**src/logic/route_pkg.sv**
```systemverilog
package route_pkg;

    //////////////////////////////
    // Sizes
    //////////////////////////////

    localparam int beat_width         = 64;
    localparam int max_row_len        = 16;
    localparam int max_channel_groups = 8;  // Must stay even.

    localparam int in_depth    = max_row_len * max_channel_groups; // One full row.
    localparam int out_depth   = 64;                               // Upper half of a row.
    localparam int count_width = 8;

    //////////////////////////////
    // Structs
    //////////////////////////////

    // Row count equals row length because the map is square.
    typedef struct packed {
        logic [4:0] row_len;
        logic [3:0] channel_groups;
    } route_cfg_t;

    typedef struct packed {
        logic [beat_width-1:0] data;
        logic                  last;
    } route_beat_t;

endpackage

```
**src/logic/route_last_tracker.sv**
```systemverilog
`timescale 1ns/1ps

module route_last_tracker (
    input  logic                  clk,
    input  logic                  rst,
    input  logic                  start,
    input  route_pkg::route_cfg_t cfg,
    input  logic                  accept,
    output logic                  last,
    output logic                  complete
);

    logic [1:0] half_cnt;
    logic [3:0] pixel;
    logic [3:0] row;
    logic [2:0] half_groups;
    logic       last_half;
    logic       last_pixel;
    logic       last_row;

    assign half_groups = cfg.channel_groups[3:1]; // Kept beats per pixel.

    assign last_half  = ({1'b0, half_cnt} == half_groups - 3'd1);
    assign last_pixel = ({1'b0, pixel} == cfg.row_len - 5'd1);
    assign last_row   = ({1'b0, row} == cfg.row_len - 5'd1);

    assign last = last_half && last_pixel && last_row;

    // Counters advance only on beats the consumer has taken.
    always_ff @(posedge clk) begin
        if (rst || start) begin
            half_cnt <= '0;
            pixel    <= '0;
            row      <= '0;
        end else if (accept) begin
            if (last_half) begin
                half_cnt <= '0;
                if (last_pixel) begin
                    pixel <= '0;
                    row   <= last_row ? '0 : row + 1'b1;
                end else begin
                    pixel <= pixel + 1'b1;
                end
            end else begin
                half_cnt <= half_cnt + 1'b1;
            end
        end
    end

    always_ff @(posedge clk) begin
        if (rst) begin
            complete <= 1'b0;
        end else begin
            complete <= accept && last; // One cycle after the final beat.
        end
    end

endmodule

```
**config.mk**
```make
export PLATFORM = sky130hd
export DESIGN_NAME = route_last_tracker
export DESIGN_NICKNAME = d
export VERILOG_FILES = /design/src/logic/route_pkg.sv /design/src/logic/route_last_tracker.sv
export SDC_FILE = /design/constraint.sdc
export NUM_CORES = 1
export LEC_CHECK = 0
export BUFFER_PORTS_ARGS = -buffer_cell sky130_fd_sc_hd__buf_2
export CORE_MARGIN = 4
export CORE_UTILIZATION = 55
export CTS_CLUSTER_DIAMETER = 120
export DETAILED_ROUTE_END_ITERATION = 10
export PLACE_DENSITY = 0.79
export SLEW_MARGIN = 40
export SYNTH_ARGS = -nofsm -noshare
export SYNTH_HDL_FRONTEND = slang
export SYNTH_SLANG_ARGS = --single-unit
```
**constraint.sdc**
```tcl
create_clock -name clk -period 5.2 [get_ports clk]
set_input_delay 0.78 -clock clk [delete_from_list [all_inputs] [get_ports clk]]
set_output_delay 0.78 -clock clk [all_outputs]
set_load 0.05 [all_outputs]
```
# Word level (Yosys, flattened, before mapping)
# Index checks and enable logic that the tools add are counted.
# totals
regBits,11
out_inout_bits,2
# op_classes
addsub,5
eq_ne,3
mux,3
reduce_logical,6
# ops
op,n
== test 4 x 5 -> 1 bit,2
adder 4 x 1 -> 4 bit (second input constant),2
2-to-1 mux 4 bit,2
subtractor 5 x 1 -> 5 bit (second input constant),1
== test 2 x 3 -> 1 bit,1
logical AND 1 bit,3
AND reduction 3 bit,1
subtractor 3 x 1 -> 3 bit (second input constant),1
adder 2 x 1 -> 2 bit (second input constant),1
2-to-1 mux 2 bit,1
AND reduction 2 bit,1
logical OR 1 bit,1

# Logic depth before layout (Yosys ltp)
# Gate-level depths: netlist (run 1).
# depth
depth_word,5
depth_mapped,8
depth_no_buf,7

# Least setup slack after synthesis (run 1)
# OpenSTA, ideal clock, no wires.
# synth_path
kind,input -> output
startpoint,input cfg[1] (netlist bit)
endpoint,output last
t_arrival_ns,4.019
t_required_ns,4.420
setup_slack_ns,0.401
cell_stages,7
path_buffers,1
path_cell_list,inv_1 ha_1 xor2_1 and3_1 buf_2 nand2_1 a2111oi_0
# synth_between
elab_chain_len,4
# synth_rtl
element,line_no,source
"start, declared",route_last_tracker.sv:7,"input route_pkg::route_cfg_t cfg,"
subtractor 3 x 1 -> 3 bit,route_last_tracker.sv:23,"assign last_half = ({1'b0, half_cnt} == half_groups - 3'd1);"
== test 2 x 3 -> 1 bit,route_last_tracker.sv:23,
logical AND 1 bit (2 in series),route_last_tracker.sv:27,assign last = last_half && last_pixel && last_row;
"end, declared",route_last_tracker.sv:9,"output logic last,"
# Every way passes these cells.

# Worst setup path after layout (run 1)
# layout_path
startpoint,input cfg[4] (netlist bit)
endpoint,output last
# layout_between
elab_chain_len,4
word_cells_on_any_way,5
classes_between,add/sub: 1; eq/ne: 2; reduce/logical: 2
# layout_rtl
element,line_no,source
subtractor 5 x 1 -> 5 bit *,"route_last_tracker.sv:24, route_last_tracker.sv:25",
== test 4 x 5 -> 1 bit,route_last_tracker.sv:24,"assign last_pixel = ({1'b0, pixel} == cfg.row_len - 5'd1);"
logical AND 1 bit,route_last_tracker.sv:27,
logical AND 1 bit *,route_last_tracker.sv:27,
# Mark *: on every way between the ends. The rest lies on a longest branch, timed or not.

==> results of run 1 <==
-- power by group through the flow --
stage	Combinational (mW)	Clock, mW	Sequential (mW)
after global routing	0.0376	0.0629	0.0860
after floorplan	0.0236	0	0.0876
after detailed placement	0.0339	0	0.0878
final	0.0338	0.0566	0.0858
after global placement	0.0327	0	0.0877
after CTS	0.0340	0.0578	0.0858
-- worst max path at each step --
stage               slack [ns]  endpoint  cells past startpoint
finish                    1.90      last                      8
global route              1.71      last                      8
CTS                       1.86      last                      8
detailed placement        1.86      last                      8
global placement          1.93      last                      8
floorplan                 0.40      last                      7
-- kinds of logic after synthesis --
group,Yosys count,synth area share
compound gates,12,0.100
xor+xnor,16,0.220
fa+ha+maj,4,0.0625
buf+inv,6,0.0297
flops,11,0.275
mux,2,0.0250
simple gates,40,0.287
-- per-stage QoR --
step	cells	hold WS, ns	power (mW)	util
after floorplan	91	0.457	0.111	-
after CTS	121	0.499	0.178	0.676
after global routing	121	0.511	0.186	0.676
after detailed placement	117	0.489	0.122	0.657
after global placement	117	0.478	0.120	0.657
final	121	0.497	0.176	0.676
-- per-layer routing --
layer	track usage	part of all wire	up-vias
met2	0.297	0.50	8
met3	0.0234	0.028	2
met4	0.0682	0.0056	0
met1	0.199	0.47	311
met5	0	0	-
li1	-	-	364
-- worst max-delay path, delay by kind of cell --
family,cells,cell delay [ns]
AND/OR/NAND/NOR,2,0.45
buffers and inverters,3,0.54
XOR/XNOR,1,0.17
adder cells (fa/ha/maj),1,0.27
AO/OA/AOI/OAI,1,0.32
-- sequential cells by signal, indices dropped and copies added, names as in the netlist --
signal	cells
complete	1
half_cnt	2
pixel	4
row	4
-- layout by cell type (no fill, tap or decap), types with 2 or more instances in the layout --
cell type,synthesis,final
or3_1,2,2
clkbuf_4,0,3
a21oi_1,4,4
inv_1,4,4
a311o_1,2,2
mux2i_1,2,2
nor2_1,8,8
nand2_1,4,4
nor3_1,5,5
o21ai_0,3,3
and3_1,2,2
dfxtp_1,11,11
xor2_1,5,5
xnor2_1,8,8
nand4_1,3,3
nand3_1,5,5
buf_2,1,13
nor4_1,2,2
ha_1,4,4
-- cell type report --
cell class | count | area share
Clock buffer | 4 | 0.0291
Inverter | 4 | 0.0166
Multi-Input combinational cell | 74 | 0.617
Sequential cell | 11 | 0.244
Tap cell | 15 | 0.0208
Timing Repair Buffer | 13 | 0.0721
==> results.cfg, run 1 <==
[clocking]
clock-sinks = 11
clockBufferDepth = 2
cts-buffers-inserted = 3
h-tree-depth = 1
clkLatencyLatePin_ns = 0.26
tritoncts = done
postCtsSetupRepairBufs = 0
cts_root_buffer = clkbuf_4
hold_buffers = 0
path_clk_slew_ns = 0.07
ctsResizeCount = 0

[synthesis]
syn-cell-area_um2 = 801
yosysMostFrequentCell = dfxtp_1
yosysSeqAreaShare = 0.275
synth_top_flop_cell = dfxtp_1
ys_types = 34
syn-num-nets = 108
avgSynthCellArea_um2 = 8.80
ys_ff_latch = 11
synthTopCellsByCount = dfxtp_1, nor2_1, xnor2_1
async_reset_ff_frac = 0
synth_top_area_frac = 0.275
synth.area.top_cells = dfxtp_1, xnor2_1, ha_1
yosysTopAreaCell = dfxtp_1
synth_edf_count = 0
synthCells = 91
synth_warnings = 0

[grt]
grt_pass1_wl_um = 2660
gr-total-overflow = 0
track_usage = 0.168
grt_pass1_vias = 658
grt_max_degree = 11
antenna_found_initial = 0

[status]
status = finished clean

[worst_setup_path]
endpoint_kind = output port
cp_max_fo = 4
r2r_setup_slack_ns = 3.44
slowest_delay_ns = 0.34
timing.rr.end = row[0]
crit_path_frequent_cell = buf_2
cp.arrival_ns = 2.52
cp-start-kind = input pin
cp_slowest_cell = buf_2
r2r_start = half_cnt[0]
rr_worst_depth = 5
path_class = in2out
required_ns = 4.42
cp_cell_sequence = buf_2, inv_1, ha_1, nor3b_1, xnor2_1, nand4_1, a2111oi_0, buf_2
cp-startpoint = cfg[4]

[floorplan]
num_io_pins = 15
start_util = 0.600
die-area_um2 = 2130
coreArea_um2 = 1330
fp.dieW_um = 46.2
fp.dieH_um = 46.2
rows = 13

[final_layout]
antennaDiodeCount = 0
postLayoutCellArea_um2 = 902
area_growth_syn_to_layout_pct = 12.7
fillers = 119
drive_gt1_frac = 0.189
final_nets = 124
multi_input_area_um2 = 557
seq_area_um2 = 220

[timing]
hold_viol_final = 0
max-slew-margin-rel = 0.766
finClkSkew_ns = 0.00145
worstMarginPinSlew_ns = 0.342
tns_ns = 0
maxSlewViolCount = 0
clock.fmax_mhz = 303
post-route-period-util = 0.634
fin_ws_ns = 1.90
finalSetupViolations = 0
min_period_ns = 3.30
rsz0062_at_grt = false

[run]
drv_cap = 0

[pwr]
comb_power_share = 0.192
p_sw_uw = 46.2
powerDensity_nw_per_um2 = 195
p_int_uw = 130
seqPwrFrac = 0.487
p_clk_frac = 0.321
p_leak_nw = 0.370
p_sw_frac = 0.262
vdd_drop_max_mv = 0.131

[hold_path]
hp-start = half_cnt[1]
hold_path_class = reg2reg
hold_depth = 2
hold_end = half_cnt[1]

[placed_design]
io_buffers = 13
globalplace.congestion = 0.785
place_hpwl_um = 1310
dpl_cell_area_um2 = 876
post-place-ws_ns = 1.86

[route]
first_pass_iters = 4
wire_per_inst_um = 13.4
drc = 0
wirelength_um = 1620
vias = 685
drt_iter0_drc = 11
vias_per_cell = 5.66
antenna_left = 0
Power figures use the tool's default switching activity.
==> inputs of run 2 (changes only) <==
CORE_UTILIZATION = 48   (was 55)
PLACE_DENSITY = 0.73   (was 0.79)
clock period = 2.7 ns   (was 5.2 ns; I/O delays follow)
==> run 2 against run 1 <==
Against the previous run:
- flip-flop and latch count stayed put
- combinational power is 96% higher
- via count is 4.2% higher
- worst hold slack worse by 0.16 ns
- critical path depth stayed put
==> results.cfg, run 2 (synthesis gave the netlist of run 1 again) <==
[hold_path]
hold_path_class = in2reg

[placed_design]
dpl_cell_area_um2 = 883
placedCellCount = 118
post-place-ws_ns = 0.201
globalplace.congestion = 0.750
place_hpwl_um = 1270
io_buffers = 13

[route]
drc = 0
vias = 714
vias_per_cell = 5.85
drt_iter0_drc = 9
wire_per_inst_um = 13.0
antenna_left = 0
wirelength_um = 1590
first_pass_iters = 4

[timing]
max-slew-margin-rel = 0.812
clock.fmax_mhz = 400
min_period_ns = 2.50
finalSetupViolations = 0
maxSlewViolCount = 0
worstMarginPinSlew_ns = 0.281
hold_viol_final = 0
fin_ws_ns = 0.197
tns_ns = 0
finClkSkew_ns = 0.00701
post-route-period-util = 0.927
timing.hold.ws_ns = 0.334
rsz0062_at_grt = false

[clocking]
clockBufferDepth = 2
cts-buffers-inserted = 3
postCtsSetupRepairBufs = 0
tritoncts = done
path_clk_slew_ns = 0.07
hold_buffers = 0
clkLatencyLatePin_ns = 0.27
cts_root_buffer = clkbuf_4
clock-sinks = 11
ctsResizeCount = 0
h-tree-depth = 1

[worst_setup_path]
endpoint_kind = output port
cp_max_fo = 4
cp_cell_sequence = buf_2, inv_1, ha_1, nor3b_1, xnor2_1, nand4_1, a2111oi_2, buf_2
crit_path_frequent_cell = buf_2
path_class = in2out
cp.arrival_ns = 2.10
cp_slowest_cell = buf_2
cp-start-kind = input pin
cp_num_buf_inv = 3
slowest_delay_ns = 0.31
required_ns = 2.30
crit_family = buffers and inverters

[final_layout]
antennaDiodeCount = 0
fillers = 149
area_growth_syn_to_layout_pct = 13.6
postLayoutCellArea_um2 = 910
final_util = 0.590
top_regs = pixel: 4 flops, row: 4 flops, half_cnt: 2 flops
mostFrequentLayoutCells = buf_2, dfxtp_1, xnor2_1, nor2_1
final_common_cell = buf_2
drive_gt1_frac = 0.198
final_cells = 122
final_nets = 124

[floorplan]
start_util = 0.519
fp.dieH_um = 48.8
num_io_pins = 15
rows = 14
die-area_um2 = 2390
fp.dieW_um = 48.8
coreArea_um2 = 1540

[grt]
grt_max_degree = 11
grt_pass1_vias = 644
gr-total-overflow = 0
grt_pass1_wl_um = 2710
antenna_found_initial = 0
track_usage = 0.139

[pwr]
power_uw = 346
p_leak_nw = 0.370
powerDensity_nw_per_um2 = 381
vdd_drop_max_mv = 0.299

[run]
drv_cap = 0

[status]
status = finished clean
==> run 2: cell counts in the layout (fill, tap and decap cells not counted) <==
No cell type changed its count.
==> run 2: worst reg2reg max path, cell delays in order, from the launching register on <==
cell     delay, ns
dfxtp_1       0.38
xor3_1        0.48
a21o_1        0.23
or4_1         0.48
a21oi_1       0.14
==> run 2: power by group <==
| part | switching [mW] | internal (mW) |
|---|---|---|
| clock | 0.0578 | 0.0571 |
| sequential | 0.00179 | 0.163 |
| combinational | 0.0361 | 0.0300 |
| total | 0.0958 | 0.251 |
==> run 2: worst paths after layout <==
kind,from,to,slack (ns),depth (start not counted)
worst max-delay path,cfg[4],last,0.20,8
worst min-delay path,rst,complete,0.33,2
worst max register to register,pixel[3],row[0],0.91,4
worst min register to register,half_cnt[1],half_cnt[1],0.50,2
==> run 2: routing by layer <==
layer	share of wire	track usage	vias to the layer above
li1	-	-	363
met1	0.45	0.165	333
met2	0.48	0.241	14
met3	0.058	0.0398	4
met4	0.014	0.0404	0
met5	0	0	-
==> run 2: area by class of cell <==
class	instances	area [um^2]	share of cell area
Timing Repair Buffer	13	65.1	0.0715
Inverter	4	15.0	0.0165
Sequential cell	11	220	0.242
Clock buffer	4	26.3	0.0289
Multi-Input combinational cell	74	563	0.619
Tap cell	16	20.0	0.0220
==> inputs of run 3 (changes only) <==
==> constraint.sdc (replaced) <==
create_clock -name clk -period 2.7 [get_ports clk]
set_input_delay 0.27 -clock clk [delete_from_list [all_inputs] [get_ports clk]]
set_output_delay 0.27 -clock clk [all_outputs]
set_load 0.05 [all_outputs]
==> run 3 against run 2 <==
Against the previous run:
- via count grew 0.42%
- sequential power barely moved
- global-route usage down 0.20 points
- fmax rose by 12%
- non-clock buffer count unchanged
- critical path depth is the same
- critical path type unchanged
- highest routed layer unchanged
==> results.cfg, run 3 (synthesis gave the netlist of run 1 again) <==
[status]
status = finished clean

[route]
wirelength_um = 1570
antenna_left = 0
first_pass_iters = 4
drt_iter0_drc = 12
wire_per_inst_um = 12.9
vias = 717
vias_per_cell = 5.88
drc = 0

[worst_setup_path]
required_ns = 2.43
endpoint_kind = output port
cp-start-kind = input pin
cp.arrival_ns = 1.97
r2r_start = pixel[3]
cp_max_fo = 4
r2r_setup_slack_ns = 0.92
path_class = in2out
cp-startpoint = cfg[4]

[hold_path]
hold_path_class = in2reg
hp-start = rst

[floorplan]
start_util = 0.519
coreArea_um2 = 1540
fp.dieW_um = 48.8
fp.dieH_um = 48.8
num_io_pins = 15
rows = 14
die-area_um2 = 2390

[timing]
rsz0062_at_grt = false
worstMarginPinSlew_ns = 0.287
finClkSkew_ns = 0.00495
timing.hold.ws_ns = 0.202
finalSetupViolations = 0
hold_viol_final = 0
tns_ns = 0
min_period_ns = 2.24
post-route-period-util = 0.829
clock.fmax_mhz = 447
fin_ws_ns = 0.463
max-slew-margin-rel = 0.808
maxSlewViolCount = 0

[pwr]
comb_power_share = 0.190
p_sw_uw = 94.4
seqPwrFrac = 0.479
p_leak_nw = 0.370
p_sw_frac = 0.274
powerDensity_nw_per_um2 = 379
p_int_uw = 251
p_clk_frac = 0.331
vdd_drop_max_mv = 0.309

[grt]
grt_max_degree = 11
grt_pass1_wl_um = 2660
gr-total-overflow = 0
track_usage = 0.137
grt_pass1_vias = 655
antenna_found_initial = 0

[final_layout]
top_regs = pixel: 4 flops, row: 4 flops, half_cnt: 2 flops
antennaDiodeCount = 0
postLayoutCellArea_um2 = 910
final_common_cell = buf_2
final_util = 0.590
final_nets = 124
drive_gt1_frac = 0.198
area_growth_syn_to_layout_pct = 13.6
mostFrequentLayoutCells = buf_2, dfxtp_1, xnor2_1, nor2_1

[placed_design]
dpl_cell_area_um2 = 883
place_hpwl_um = 1260
globalplace.congestion = 0.749
io_buffers = 13
post-place-ws_ns = 0.455

[clocking]
tritoncts = done
hold_buffers = 0
clock-sinks = 11
cts_root_buffer = clkbuf_4
path_clk_slew_ns = 0.07
h-tree-depth = 1
clockBufferDepth = 2
ctsResizeCount = 0
postCtsSetupRepairBufs = 0
clkLatencyLatePin_ns = 0.27
cts-buffers-inserted = 3

[run]
drv_cap = 0
[run 3: cell counts in the layout (fill, tap and decap cells not counted)]
Identical to the previous run, type by type.
[run 3: path summary, 6_finish.rpt]
kind | to | cells past startpoint
max | last | 8
min | complete | 2
max reg2reg | row[0] | 4
min reg2reg | half_cnt[1] | 2
[run 3: critical path: stages]
cell       delay, ns
buf_2           0.14
inv_1           0.06
ha_1            0.24
nor3b_1         0.26
xnor2_1         0.18
nand4_1         0.22
a2111oi_2       0.27
buf_2           0.33
[run 3: cell type report]
| type | instances | area (um^2) |
|---|---|---|
| repair buffers | 13 | 65.1 |
| multi-input cells | 74 | 563 |
| fillers | 152 | 632 |
| well taps | 16 | 20.0 |
| flip-flops and latches | 11 | 220 |
| clock buffers | 4 | 26.3 |
| inverters | 4 | 15.0 |
[run 3: power groups by stage]
stage | clock, mW | combinational, mW | sequential, mW
final | 0.114 | 0.0657 | 0.165
after global routing | 0.126 | 0.0742 | 0.165
after CTS | 0.116 | 0.0665 | 0.165
after detailed placement | 0 | 0.0661 | 0.169
after global placement | 0 | 0.0639 | 0.169
after floorplan | 0 | 0.0462 | 0.169
[run 3: routing by layer]
metal	global-route usage	share of wire
met3	0.0367	0.064
met1	0.166	0.43
met4	0.0538	0.010
met2	0.228	0.50
met5	0	0
[run 3: per-stage QoR]
step | total power, mW | cells
after floorplan | 0.215 | 91
after global placement | 0.233 | 118
after detailed placement | 0.235 | 118
after CTS | 0.348 | 122
after global routing | 0.366 | 122
final | 0.345 | 122
