===== src/logic/route_pkg.sv =====
package route_pkg;

    //////////////////////////////
    // Sizes
    //////////////////////////////

    localparam int beat_width         = 64;
    localparam int max_row_len        = 16;
    localparam int max_channel_groups = 8;  // Must stay even.

    localparam int in_depth    = max_row_len * max_channel_groups; // One full row.
    localparam int out_depth   = 64;                               // Upper half of a row.
    localparam int count_width = 8;

    //////////////////////////////
    // Structs
    //////////////////////////////

    // Row count equals row length because the map is square.
    typedef struct packed {
        logic [4:0] row_len;
        logic [3:0] channel_groups;
    } route_cfg_t;

    typedef struct packed {
        logic [beat_width-1:0] data;
        logic                  last;
    } route_beat_t;

endpackage


===== src/logic/route_sequencer.sv =====
`timescale 1ns/1ps

module route_sequencer (
    input  logic                              clk,
    input  logic                              rst,
    input  logic                              start,
    input  route_pkg::route_cfg_t             cfg,
    input  logic [route_pkg::count_width-1:0] in_count,
    input  logic                              out_empty,
    output logic                              rd_en,
    output logic                              keep_wr
);

    typedef enum logic [1:0] {
        idle,
        wait_row,
        drain,
        next_row
    } state_t;

    state_t     state;
    logic [2:0] group;
    logic [3:0] pixel;
    logic [3:0] row;
    logic [8:0] row_beats;
    logic       last_group;
    logic       last_pixel;
    logic       last_row;
    logic       row_ready;

    //////////////////////////////
    // Read-side conditions
    //////////////////////////////

    assign row_beats  = cfg.row_len * cfg.channel_groups;
    assign last_group = ({1'b0, group} == cfg.channel_groups - 4'd1);
    assign last_pixel = ({1'b0, pixel} == cfg.row_len - 5'd1);
    assign last_row   = ({1'b0, row} == cfg.row_len - 5'd1);

    // A whole row must be buffered, and the previous half row must be gone.
    assign row_ready = ({1'b0, in_count} >= row_beats) && out_empty;

    assign rd_en = (state == drain); // One beat per cycle for the whole row.

    //////////////////////////////
    // Frame and row FSM
    //////////////////////////////

    always_ff @(posedge clk) begin
        if (rst) begin
            state   <= idle;
            group   <= '0;
            pixel   <= '0;
            row     <= '0;
            keep_wr <= 1'b0;
        end else begin
            // The read beat shows up a cycle later, so the keep flag trails rd_en by one.
            keep_wr <= (state == drain) &&
                       ({1'b0, group} >= {1'b0, cfg.channel_groups[3:1]});

            case (state)
                idle: begin
                    if (start) begin
                        state <= wait_row;
                        group <= '0;
                        pixel <= '0;
                        row   <= '0;
                    end
                end

                wait_row: begin
                    if (row_ready) begin
                        state <= drain;
                    end
                end

                drain: begin
                    if (last_group) begin
                        group <= '0;
                        if (last_pixel) begin
                            pixel <= '0;
                            state <= next_row;
                        end else begin
                            pixel <= pixel + 1'b1;
                        end
                    end else begin
                        group <= group + 1'b1;
                    end
                end

                next_row: begin
                    if (last_row) begin
                        state <= idle;  // Frame done.
                    end else begin
                        row   <= row + 1'b1;
                        state <= wait_row;
                    end
                end

                default: state <= idle;
            endcase
        end
    end

endmodule


===== config.mk =====
export PLATFORM = sky130hd
export DESIGN_NAME = route_sequencer
export DESIGN_NICKNAME = d
export VERILOG_FILES = /design/src/logic/route_pkg.sv /design/src/logic/route_sequencer.sv
export SDC_FILE = /design/constraint.sdc
export NUM_CORES = 1
export LEC_CHECK = 0
export ABC_AREA = 1
export BUFFER_PORTS_ARGS = -buffer_cell sky130_fd_sc_hd__buf_2
export CAP_MARGIN = 25
export CORE_MARGIN = 5
export CORE_UTILIZATION = 62
export CTS_CLUSTER_SIZE = 12
export DETAILED_ROUTE_END_ITERATION = 6
export PLACE_DENSITY = 0.88
export SLEW_MARGIN = 25
export SYNTH_ARGS = -nofsm -noshare
export SYNTH_HDL_FRONTEND = slang
export SYNTH_SLANG_ARGS = --single-unit

===== constraint.sdc =====
create_clock -name clk -period 5.8 [get_ports clk]
set_input_delay 0.29 -clock clk [delete_from_list [all_inputs] [get_ports clk]]
set_output_delay 0.29 -clock clk [all_outputs]
set_load 0.03 [all_outputs]

# ---- After elaboration in Yosys (flattened, before gate mapping)
# Cells that the tools add are included.
dict set report totals {
  regBits 14
  out_inout_bits 2
  wordCells 48
}
dict set report classes {
  n_lt_le_gt_ge 2
  mul 1
  n_eq_ne 11
  reduce_logical 9
  n_addsub 5
  mux 15
}
# operator count
set op_table {}
lappend op_table {{$mux W4} 4}
lappend op_table {{$pmux W4 S2} 2}
lappend op_table {{$eq A4 B5 Y1} 2}
lappend op_table {{$ge A8 B9 Y1} 1}
lappend op_table {{$mul A5 B4 Y9} 1}
lappend op_table {{$add A4 B1 Y4 const B} 2}
lappend op_table {{$mux W2} 4}
lappend op_table {{$pmux W2 S4} 1}
lappend op_table {{$mux W3} 2}
lappend op_table {{$ne A2 B2 Y1 const B} 3}
lappend op_table {{$pmux W3 S2} 1}
lappend op_table {{$reduce_and A3 Y1} 2}
lappend op_table {{$sub A5 B1 Y5 const B} 1}
lappend op_table {{$eq A2 B2 Y1 const B} 2}
lappend op_table {{$eq A3 B4 Y1} 1}
lappend op_table {{$ne A2 B1 Y1 const B} 2}
lappend op_table {{$reduce_and A4 Y1} 1}
lappend op_table {{$reduce_bool A2 Y1} 2}
lappend op_table {{$sub A4 B1 Y4 const B} 1}
lappend op_table {{$add A3 B1 Y3 const B} 1}
lappend op_table {{$ge A3 B3 Y1} 1}
lappend op_table {{$eq A2 B1 Y1 const B} 1}
lappend op_table {{$logic_and A1 B1 Y1} 2}
lappend op_table {{$logic_not A2 Y1} 1}
lappend op_table {{2 further kinds} 2}

# ---- Longest topological paths before layout
# Gate-level depths: netlist (run 1).
dict set report depth {
  depth_word 5
  depth_mapped 25
  mapped_depth_nobuf 24
}

# ---- Worst setup path before layout (run 1)
# OpenSTA, ideal clock, no wires.
dict set report synth_timing {
  path_kind {input -> register}
  start {in cfg[6] (netlist name)}
  end {reg state[0]}
  required_ps 5670
  slack_ps 2227
  path_stages 25
  arrival_ps 3442
  path_cell_list {buf_2 nand2_1 inv_1 fa_1 inv_1 fa_1 inv_1 ha_1 nand3_1 and2_1 inv_1 nand2_1 a21oi_1 nor2_1 xor2_1 ha_1 nand2_1 nor3_1 a21oi_1 nand2_1 nand2_1 nand2_1 nand2_1 nand2_1 a21oi_1}
}
dict set report synth_between {
  elab_chain_cells 5
  word_cells_on_any_way 11
  cone_classes {1 x add/sub; 1 x mul; 1 x order compare; 4 x eq/ne; 2 x mux; 2 x reduce/logical}
}
# item line_no
set synth_lines {}
lappend synth_lines {{start, declared} route_sequencer.sv:7} ;# input route_pkg::route_cfg_t cfg,
lappend synth_lines {{$mul A5 B4 Y9} route_sequencer.sv:35} ;# assign row_beats = cfg.row_len * cfg.channel_groups;
lappend synth_lines {{$ge A8 B9 Y1} route_sequencer.sv:41} ;# assign row_ready = ({1'b0, in_count} >= row_beats) && out_empty;
lappend synth_lines {{$logic_and A1 B1 Y1} route_sequencer.sv:41}
lappend synth_lines {{$ne A2 B2 Y1 (no line)} n/a}
lappend synth_lines {{$reduce_and A4 Y1 (no line)} n/a}
lappend synth_lines {{end signal, assigned} route_sequencer.sv:51} ;# state <= idle;
lappend synth_lines {{end signal, assigned} route_sequencer.sv:64} ;# state <= wait_row;
lappend synth_lines {{end signal, assigned} route_sequencer.sv:73} ;# state <= drain;
lappend synth_lines {{end, declared} route_sequencer.sv:21} ;# state_t state;
# Parallel ways exist; a longest one is shown, timed or not.
# A chain may end at the register's enable or synchronous reset.

# ---- Worst setup path in the final report (run 1)
dict set report layout_timing {
  start {in cfg[3] (netlist name)}
  end {reg state[1]}
}
dict set report layout_between {
  elab_chain_cells 5
  word_cells_on_any_way 8
  cone_classes {1 x add/sub; 1 x mul; 1 x order compare; 3 x eq/ne; 2 x reduce/logical}
}
# item line_no
set layout_lines {}
lappend layout_lines {{$mul A5 B4 Y9} route_sequencer.sv:35}
lappend layout_lines {{$ge A8 B9 Y1} route_sequencer.sv:41}
lappend layout_lines {{$logic_and A1 B1 Y1} route_sequencer.sv:41}
lappend layout_lines {{$ne A2 B2 Y1 (no line)} n/a}
lappend layout_lines {{$reduce_and A4 Y1 (no line) (*)} n/a}
# Every way passes the cells marked *; elsewhere a longest branch is shown, timed or not.

==> results by group, run 1 <==
Outcome
  • Status: finished clean

Synthesis
  • Ranking of synthesized cells by area: ha_1 21%, nand2_1 17%, dfxtp_1 14%
  • Yosys cell types: 31
  • Synth area leader: ha_1
  • Post-synth net total: ~370
  • Avg Inst Size Synth: between 6 and 7 um^2
  • Post-synthesis sequential area ratio: between 10% and 20%
  • FF+latch count, synth: 14
  • Post-synth EDFFs: 0
  • Top_reg_cell synth: dfxtp_1
  • Most instantiated cells after synthesis: 88 x nand2_1, 69 x inv_1, 34 x ha_1, 22 x nand3_1, 18 x nor2_1
  • Top cell type's share of synthesized area: about a fifth
  • Synthesized cell area: around 2000 um^2
  • Synth Instances: approximately 310
  • Cell with the most instances after synthesis: nand2_1
  • Ys Warns: 0
  • Synth async-reset ratio: 0%

Detailed routing
  • Antenna-violating nets left: 0
  • Vias: about 1900
  • DRC viols: 0
  • Routed wire per std cell: about 10 um
  • TritonRoute pass-1 iters: 4
  • Initial DRC count: 44
  • Vias per cell: between 4 and 5
  • DRT Wirelength: a little under 4000 um

Floorplan
  • FP Rows: 20
  • I/O pin total: 23
  • Placeable Area: 3080 um^2
  • Die ar.: roughly 4500 um^2
  • Die X: 66.8 um
  • Starting Density: between 60% and 70%
  • Chip height: 66.8 um

STA
  • Tightest Pin Transition: between 200 and 250 ps
  • Unrepaired setup endpoints after global routing: false
  • Fin Setup TNS: 0 ps
  • Hold Vio Cnt, Final: 0
  • Final clock skew: around 1.7 ps
  • Fin crit share: 61.2%
  • Worst Hold Slack: slightly above 300 ps
  • Fin crit period: between 3000 and 4000 ps
  • Fmax: 0.282 GHz
  • Final slew viol count: 0
  • Final setup violation count: 0
  • Slew Limit Headroom: 84.9%

Layout
  • Fin nets: 394
  • Diodes inserted: 0
  • Proportion of layout cells with a drive suffix above 1: 10.5%
  • Layout Cells excl Fill: 376
  • Area growth from synthesis to layout: 8.33%
  • Util after Layout: a little over two thirds

Clocking
  • Post-CTS sizing: 0
  • Clock Latency Late Sink: ~270 ps
  • H-tree levels: 1
  • Hold buffers post-CTS: 0
  • CTS clk-pin slew, worst paths: 90 ps
  • Setup Fix Bufs, Post-CTS: 0
  • Clock sinks: 14
  • Root Driver: clkbuf_4
  • Clock Path Buffers: 2
  • CTS tree: done
  • Inserted Clock Buffers: 3

GRT
  • Met2 Track Usage GR: 38.2%
  • Vias in the first global route: approximately 1800
  • Most used routing layer: met2
  • Met3 Resource Use GR: under 10%
  • M1 GR Usage: a little under a quarter
  • Largest net degree at the start of global routing: 11
  • Total track usage: between 20% and 30%
  • GRT overflow: 0
  • Initial antenna violation count: 0
  • First-pass GRT wire length: 7090 um

Placed design
  • HPWL after DPL: approximately 3400 um
  • GP Congestion: between 0.7 and 0.8
  • DP Cell Count: roughly 370
  • I/O Buffers: 22

Power
  • PD cells: 233 nW/um^2
  • Cell leakage power: ~1.3 nW
  • VDD IR max: between 0.2 and 0.25 mV

Critical path
  • Crit. End Element: register
  • Worst path required time: approximately 6000 ps
  • CP startpoint kind: input pin
  • Kind of critical path: in -> reg
  • Worst EP arrival: 3720 ps
  • Critical-path maximum fanout: 6

Min path
  • Hold Path Class: in -> reg

Flow run
  • Max cap viols: 0
==> logic make-up (layout without fill, tap and decap cells) <==
family | count (synthesis) | after routing | synth area share, %
buffers and inverters | 75 | 95 | 14.7
flip-flops | 14 | 14 | 14.0
adder cells (fa/ha/maj) | 40 | 40 | 27.3
AND/OR/NAND/NOR | 147 | 147 | 32.3
AO/OA/AOI/OAI | 26 | 26 | 7.21
XOR/XNOR | 10 | 10 | 4.39
==> registers in the layout, summed over array words and instances (netlist names) <==
register and flops:
row 4, state 2, keep_wr 1, pixel 4, group 3
==> worst paths after layout <==
kind                          from  depth (start not counted)  slack, ps               endpoint
max                         cfg[3]                         25       2250  state[1]$_SDFFE_PP0P_
min                            rst                          2        310  pixel[1]$_SDFFE_PP0P_
max reg2reg  state[0]$_SDFFE_PP0P_                          8       4170  pixel[0]$_SDFFE_PP0P_
min reg2reg  state[1]$_SDFFE_PP0P_                          2        530  state[1]$_SDFFE_PP0P_
==> worst max-delay path, cell delays in order <==
cell	delay, ps
buf_2	130
nand2_1	60
inv_1	50
fa_1	520
inv_1	50
fa_1	520
inv_1	40
ha_1	360
nand3_1	90
and2_1	180
inv_1	50
nand2_1	40
a21oi_1	150
nor2_1	70
xor2_1	140
ha_1	290
nand2_1	60
nor3_1	160
a21oi_1	90
nand2_1	70
nand2_1	40
nand2_1	100
nand2_1	70
nand2_1	60
a21oi_1	50
==> placed cells by master (no fill, tap or decap), drive strengths merged <==
cell type	count
inv	69
ha	34
nor3	5
fa	6
xor2	8
dfxtp	14
nand3b	2
clkbuf	4
a31oi	3
buf	22
xnor2	2
nand3	24
or2	2
nor2	20
o211ai	1
a21oi	17
nand2	89
o21ai	5
and2	1
nand4	4
==> final cells by class <==
| class | instances | area, um^2 |
|---|---|---|
| timing repair buffer | 22 | 110 |
| tap | 44 | 55.1 |
| inverter | 69 | 259 |
| multi-input combinational | 223 | 1420 |
| clock buffer | 4 | 36.3 |
| sequential | 14 | 280 |
| fill | 287 | 915 |
==> metal layers <==
layer  routed length, um  up-vias
li1                    -     1011
met1                1760      809
met2                2000       34
met3                 139        6
met4                  41        0
met5                   0        -
==> power by group <==
group / internal, mW / leakage, nW / switching, mW
sequential: 0.109 / 0.113 / 0.0164
clock: 0.0381 / 0.0210 / 0.0317
combinational: 0.114 / 1.14 / 0.194
==> through the flow <==
| stage | setup slack, ps | cell area [um^2] | power, mW |
|---|---|---|---|
| 4_1_cts | 2280 | 2160 | 0.509 |
| 3_3_place_gp | 2100 | 2130 | 0.426 |
| 3_5_place_dp | 1980 | 2130 | 0.437 |
| 6_report | 2250 | 2160 | 0.503 |
| 2_1_floorplan | 2230 | 2000 | 0.370 |
| 5_1_grt | 1890 | 2160 | 0.565 |
(Power assumes the default switching activity.)
==> inputs of run 2 (changes only) <==
--- a/config.mk
+++ b/config.mk
@@ -9,10 +9,10 @@
 export BUFFER_PORTS_ARGS = -buffer_cell sky130_fd_sc_hd__buf_2
 export CAP_MARGIN = 25
 export CORE_MARGIN = 5
-export CORE_UTILIZATION = 62
+export CORE_UTILIZATION = 54
 export CTS_CLUSTER_SIZE = 12
 export DETAILED_ROUTE_END_ITERATION = 6
-export PLACE_DENSITY = 0.88
+export PLACE_DENSITY = 0.82
 export SLEW_MARGIN = 25
 export SYNTH_ARGS = -nofsm -noshare
 export SYNTH_HDL_FRONTEND = slang
==> constraint.sdc (replaced) <==
create_clock -name clk -period 3.1 [get_ports clk]
set_input_delay 0.155 -clock clk [delete_from_list [all_inputs] [get_ports clk]]
set_output_delay 0.155 -clock clk [all_outputs]
set_load 0.03 [all_outputs]
==> results by group, run 2 (synthesized netlist as in run 1, its figures left out) <==
Outcome
  • Status: finished with violations
  • Failing checks: negative setup slack

Clocking
  • Clock Path Buffers: 2 (unchanged)
  • H-tree levels: 1 (unchanged)
  • CTS clk-pin slew, worst paths: 60 ps (-30 ps)
  • CTS tree: done
  • Inserted Clock Buffers: 3 (unchanged)
  • Root Driver: clkbuf_8
  • Clock sinks: 14 (unchanged)
  • Clock Latency Late Sink: 260 ps (about the same)

Layout
  • Fillers: 336 (+17%)
  • Biggest regs: pixel: 4 flops, row: 4 flops, group: 3 flops
  • Commonest non-fill, non-tap cell in the layout: nand2_1
  • Diodes inserted: 0 (unchanged)
  • Proportion of layout cells with a drive suffix above 1: 21.2% (+11 points)
  • Area growth from synthesis to layout: 20.8%
  • FF+latch area: 280 um^2 (unchanged)
  • Fin nets: 411 (+4.3%)
  • Multi-input logic area: 1500 um^2 (+5.1%)
  • Most frequent cells in the layout: 81 x nand2_1, 64 x inv_1, 32 x ha_1

STA
  • Final setup violation count: 2 (+2)
  • Fin crit share: 103%
  • Tightest Pin Transition: 265 ps (+38.8 ps)
  • Worst Hold Slack: 183 ps (-124 ps)
  • Hold Vio Cnt, Final: 0 (unchanged)
  • Fin crit period: between 3000 and 4000 ps
  • Final slew viol count: 0 (unchanged)
  • Fmax: about 0.31 GHz
  • Slew Limit Headroom: 82.3% (-2.6 points)
  • Fin Setup TNS: -202 ps (-202 ps)
  • Final clock skew: 5.52 ps (+3.86 ps)
  • Unrepaired setup endpoints after global routing: true
  • Final setup margin: -104 ps (-2350 ps)

GRT
  • GRT overflow: 0 (unchanged)
  • Largest net degree at the start of global routing: 11 (unchanged)
  • Total track usage: 20.8% (+0.65 points)
  • First-pass GRT wire length: 8650 um (+22%)
  • Vias in the first global route: 2079 (+16%)
  • Initial antenna violation count: 0 (unchanged)

Floorplan
  • I/O pin total: 23 (unchanged)
  • Chip height: 70.8 um (+6.1%)
  • FP Rows: 22 (+10%)
  • Placeable Area: 3630 um^2 (+18%)
  • Die ar.: 5010 um^2 (+13%)
  • Die X: 70.8 um (+6.1%)
  • Starting Density: 55.0% (-9.9 points)

Detailed routing
  • DRT Wirelength: 4800 um (+22%)
  • Initial DRC count: 119 (+170%)
  • DRC viols: 0 (unchanged)
  • TritonRoute pass-1 iters: 5 (+1)
  • Routed wire per std cell: 12.1 um (+16%)
  • Vias per cell: 5.08 (+2.8%)
  • Vias: 2018 (+8.5%)
  • Antenna-violating nets left: 0 (unchanged)

Flow run
  • Max cap viols: 0 (unchanged)

Critical path
  • Critical-path maximum fanout: 5 (-1)
  • Worst path required time: 3290 ps (-2680 ps)
  • Kind of critical path: in -> reg
  • Worst EP arrival: 3390 ps (-330 ps)
  • Crit. End Element: register
  • CP startpoint kind: input pin

Power
  • Cell leakage power: 1.37 nW (+7.6%)
  • PD cells: 453 nW/um^2 (+95%)
  • VDD IR max: 0.433 mV (+97%)
  • Pwr Total: 1.09 mW (+120%)

Placed design
  • HPWL after DPL: 3840 um (+13%)
  • GP Congestion: 0.881 (+10%)
  • I/O Buffers: 22 (unchanged)

Min path
  • Hold Path Class: in -> reg
-- run 2: changes by cell type in the layout (fill, tap and decap cells not counted), sizes merged --
cell and change:
buf +17
-- run 2: metrics by stage --
stage | util (%) | worst slack, ps | area (um^2) | instances
after floorplan | - | -208 | 2040 | 312
after global placement | 62.8 | -437 | 2280 | 392
after detailed placement | 62.8 | -495 | 2280 | 392
after CTS | 66.1 | -71.0 | 2400 | 397
after global routing | 66.4 | -253 | 2410 | 397
final | 66.4 | -104 | 2410 | 397
-- run 2: power by group --
group	switching [mW]	internal (mW)	leakage, nW
Sequential	0.0336	0.204	0.113
Combinational	0.407	0.262	1.23
Clock	0.0727	0.113	0.0288
Total	0.513	0.579	1.37
-- run 2: critical path: stages --
cell	delay, ps
buf_4	140
nand2_2	70
inv_2	40
fa_1	470
inv_1	50
fa_1	490
inv_2	50
ha_4	270
nand3_2	70
and2_4	140
inv_2	50
nand2_2	40
a21oi_2	140
nor2_1	70
xor2_1	140
ha_1	290
nand2_1	80
nor3_2	40
a21oi_1	130
nand2_1	60
nand2_1	70
nand2_2	70
nand2_2	70
nand2_1	60
a21oi_2	130
-- run 2: path summary, 6_finish.rpt --
kind | from | slack [ps] | endpoint | cells past startpoint
setup / recovery | cfg[2] | -100 | state[1]$_SDFFE_PP0P_ | 25
hold / removal | rst | 180 | state[1]$_SDFFE_PP0P_ | 2
setup reg to reg | state[0]$_SDFFE_PP0P_ | 1420 | group[1]$_SDFFE_PP0P_ | 8
hold reg to reg | row[1]$_SDFFE_PP0P_ | 530 | row[1]$_SDFFE_PP0P_ | 2
-- run 2: cell type report --
type                            instances  area share (%)
Multi-Input combinational cell        223            62.0
Inverter                               69            10.7
Timing Repair Buffer                   39            10.9
Clock buffer                            4            2.28
Sequential cell                        14            11.6
Tap cell                               48            2.49
-- run 2: metal layers --
layer	wire length, um	vias up	global-route usage [%]
li1	-	1040	-
met4	138	0	8.35
met5	0	-	0
met1	2150	911	25.4
met3	222	13	2.41
met2	2290	54	37.0
-- run 2: timing repair --
action / in CTS / in global routing
setup endpoints to repair: 2 / 2
gates resized for setup: 17 / 4
pin swaps: 6 / 0
hold buffers: 0 / 0
setup buffers: 1 / 0
==> inputs of run 3 (changes only) <==
--- a/config.mk
+++ b/config.mk
@@ -13,6 +13,7 @@
 export CTS_CLUSTER_SIZE = 12
 export DETAILED_ROUTE_END_ITERATION = 6
 export PLACE_DENSITY = 0.82
+export RECOVER_POWER = 25
 export SLEW_MARGIN = 25
 export SYNTH_ARGS = -nofsm -noshare
 export SYNTH_HDL_FRONTEND = slang
==> results by group, run 3 (synthesized netlist as in run 1, its figures left out) <==
Outcome
  • Status: finished with violations
  • Failing checks: negative setup slack

Detailed routing
  • TritonRoute pass-1 iters: 5 (unchanged)
  • Top Metal Used: met4
  • DRC viols: 0 (unchanged)
  • DR WL met2: 2290 um (about the same)
  • DRT Wirelength: 4800 um (unchanged)
  • Antenna-violating nets left: 0 (unchanged)
  • DRT met1 WL: 2150 um (unchanged)
  • Met3 WL: 222 um (unchanged)
  • Vias: 2018 (unchanged)
  • Vias per cell: 5.08 (unchanged)
  • Routed wire per std cell: 12.1 um (unchanged)
  • Initial DRC count: 119 (unchanged)

Floorplan
  • I/O pin total: 23 (unchanged)
  • Chip height: 70.8 um (unchanged)
  • Placeable Area: 3630 um^2 (unchanged)
  • Die ar.: 5010 um^2 (unchanged)
  • Die X: 70.8 um (unchanged)
  • Starting Density: 55.0% (unchanged)
  • FP Rows: 22 (unchanged)

STA
  • Slew Limit Headroom: 75.8% (-6.5 points)
  • Tightest Pin Transition: 365 ps (+100 ps)
  • Fin Setup TNS: -202 ps (+0.0340 ps)
  • Unrepaired setup endpoints after global routing: true
  • Final clock skew: 5.52 ps (unchanged)
  • Final slew viol count: 0 (unchanged)
  • Final setup margin: -104 ps (+0.0190 ps)
  • Fin crit share: 103% (about the same)
  • Fmax: 0.312 GHz (about the same)
  • Final setup violation count: 2 (unchanged)
  • Hold Vio Cnt, Final: 0 (unchanged)
  • Fin crit period: 3200 ps (-0.0190 ps)
  • Worst Hold Slack: 183 ps (+0.00100 ps)

GRT
  • GRT overflow: 0 (unchanged)
  • Largest net degree at the start of global routing: 11 (unchanged)
  • Vias in the first global route: 2079 (unchanged)
  • Initial antenna violation count: 0 (unchanged)
  • Total track usage: 20.8% (unchanged)
  • First-pass GRT wire length: 8650 um (unchanged)

Placed design
  • Placed cell areas: 2280 um^2 (unchanged)
  • HPWL after DPL: 3840 um (unchanged)
  • DP Cell Count: 392 (unchanged)
  • GP Congestion: 0.881 (unchanged)
  • Post-Place Setup Slack: -495 ps (unchanged)
  • I/O Buffers: 22 (unchanged)

Layout
  • Fin area: 2410 um^2 (-0.10%)
  • Diodes inserted: 0 (unchanged)
  • Fin nets: 411 (unchanged)
  • Area growth from synthesis to layout: 20.7%
  • Util after Layout: 66.3% (-0.069 points)
  • Most frequent cells in the layout: 81 x nand2_1, 64 x inv_1, 32 x ha_1
  • Commonest non-fill, non-tap cell in the layout: nand2_1
  • Proportion of layout cells with a drive suffix above 1: 20.6% (-0.57 points)
  • Layout Cells excl Fill: 397 (unchanged)
  • Biggest regs: pixel: 4 flops, row: 4 flops, group: 3 flops

Critical path
  • CP startpoint kind: input pin
  • Crit. End Element: register
  • Max incr delay on CP: 490 ps (about the same)
  • Top delay family on crit path: adder cells
  • Buffers plus inverters on the worst setup path: 5 (unchanged)
  • Critical-path maximum fanout: 5 (unchanged)
  • Worst path required time: 3290 ps (about the same)
  • Kind of critical path: in -> reg
  • Slowest stage cell, crit path: fa_1
  • Worst EP arrival: 3390 ps (about the same)

Min path
  • Hold Path Class: in -> reg

Flow run
  • Max cap viols: 0 (unchanged)

Clocking
  • CTS tree: done
  • Clock Path Buffers: 2 (unchanged)
  • CTS clk-pin slew, worst paths: 60 ps (about the same)
  • Inserted Clock Buffers: 3 (unchanged)
  • H-tree levels: 1 (unchanged)
  • Root Driver: clkbuf_8
  • Clock sinks: 14 (unchanged)
  • Clock Latency Late Sink: 260 ps (about the same)

Power
  • Cell leakage power: 1.37 nW (-0.63%)
  • VDD IR max: 0.433 mV (about the same)
  • PD cells: 453 nW/um^2 (about the same)
  • Pwr Total: 1.09 mW (-0.11%)
## run 3: changes by cell type in the layout (fill, tap and decap cells not counted)
| cell | before | now |
|---|---|---|
| buf_2 | 18 | 16 |
| clkbuf_1 | 0 | 2 |
## run 3: per-layer routing
metal  vias to the layer above  GRT usage [%]
met2                        54           37.0
met4                         0           8.35
met1                       911           25.4
met3                        13           2.41
met5                         -              0
li1                       1040              -
## run 3: power breakdown
| group | leakage (nW) | internal (mW) | switching [mW] | total [mW] |
|---|---|---|---|---|
| Sequential | 0.113 | 0.204 | 0.0336 | 0.238 |
| Combinational | 1.22 | 0.261 | 0.407 | 0.668 |
| Clock | 0.0288 | 0.113 | 0.0727 | 0.186 |
## run 3: layout make-up
class / instances / area (um^2)
flip-flops and latches: 14 / 280
multi-input cells: 223 / 1500
fillers: 338 / 1220
well taps: 48 / 60.1
clock buffers: 4 / 55.1
inverters: 69 / 259
repair buffers: 39 / 260
## run 3: final timing paths
path                    startpoint                    end  slack [ps]  depth (start not counted)
max reg2reg  state[0]$_SDFFE_PP0P_  group[1]$_SDFFE_PP0P_        1420                          8
min reg2reg    row[1]$_SDFFE_PP0P_    row[1]$_SDFFE_PP0P_         530                          2
max                         cfg[2]  state[1]$_SDFFE_PP0P_        -100                         25
min                            rst  state[1]$_SDFFE_PP0P_         180                          2
## run 3: timing repair
action | CTS | global route
hold buffers | 0 | 0
setup buffers | 1 | 0
pin swaps | 6 | 0
hold endpoints to repair | 0 | 0
setup endpoints to repair | 2 | 2
gates cloned | 0 | 0
gates resized for setup | 17 | 4
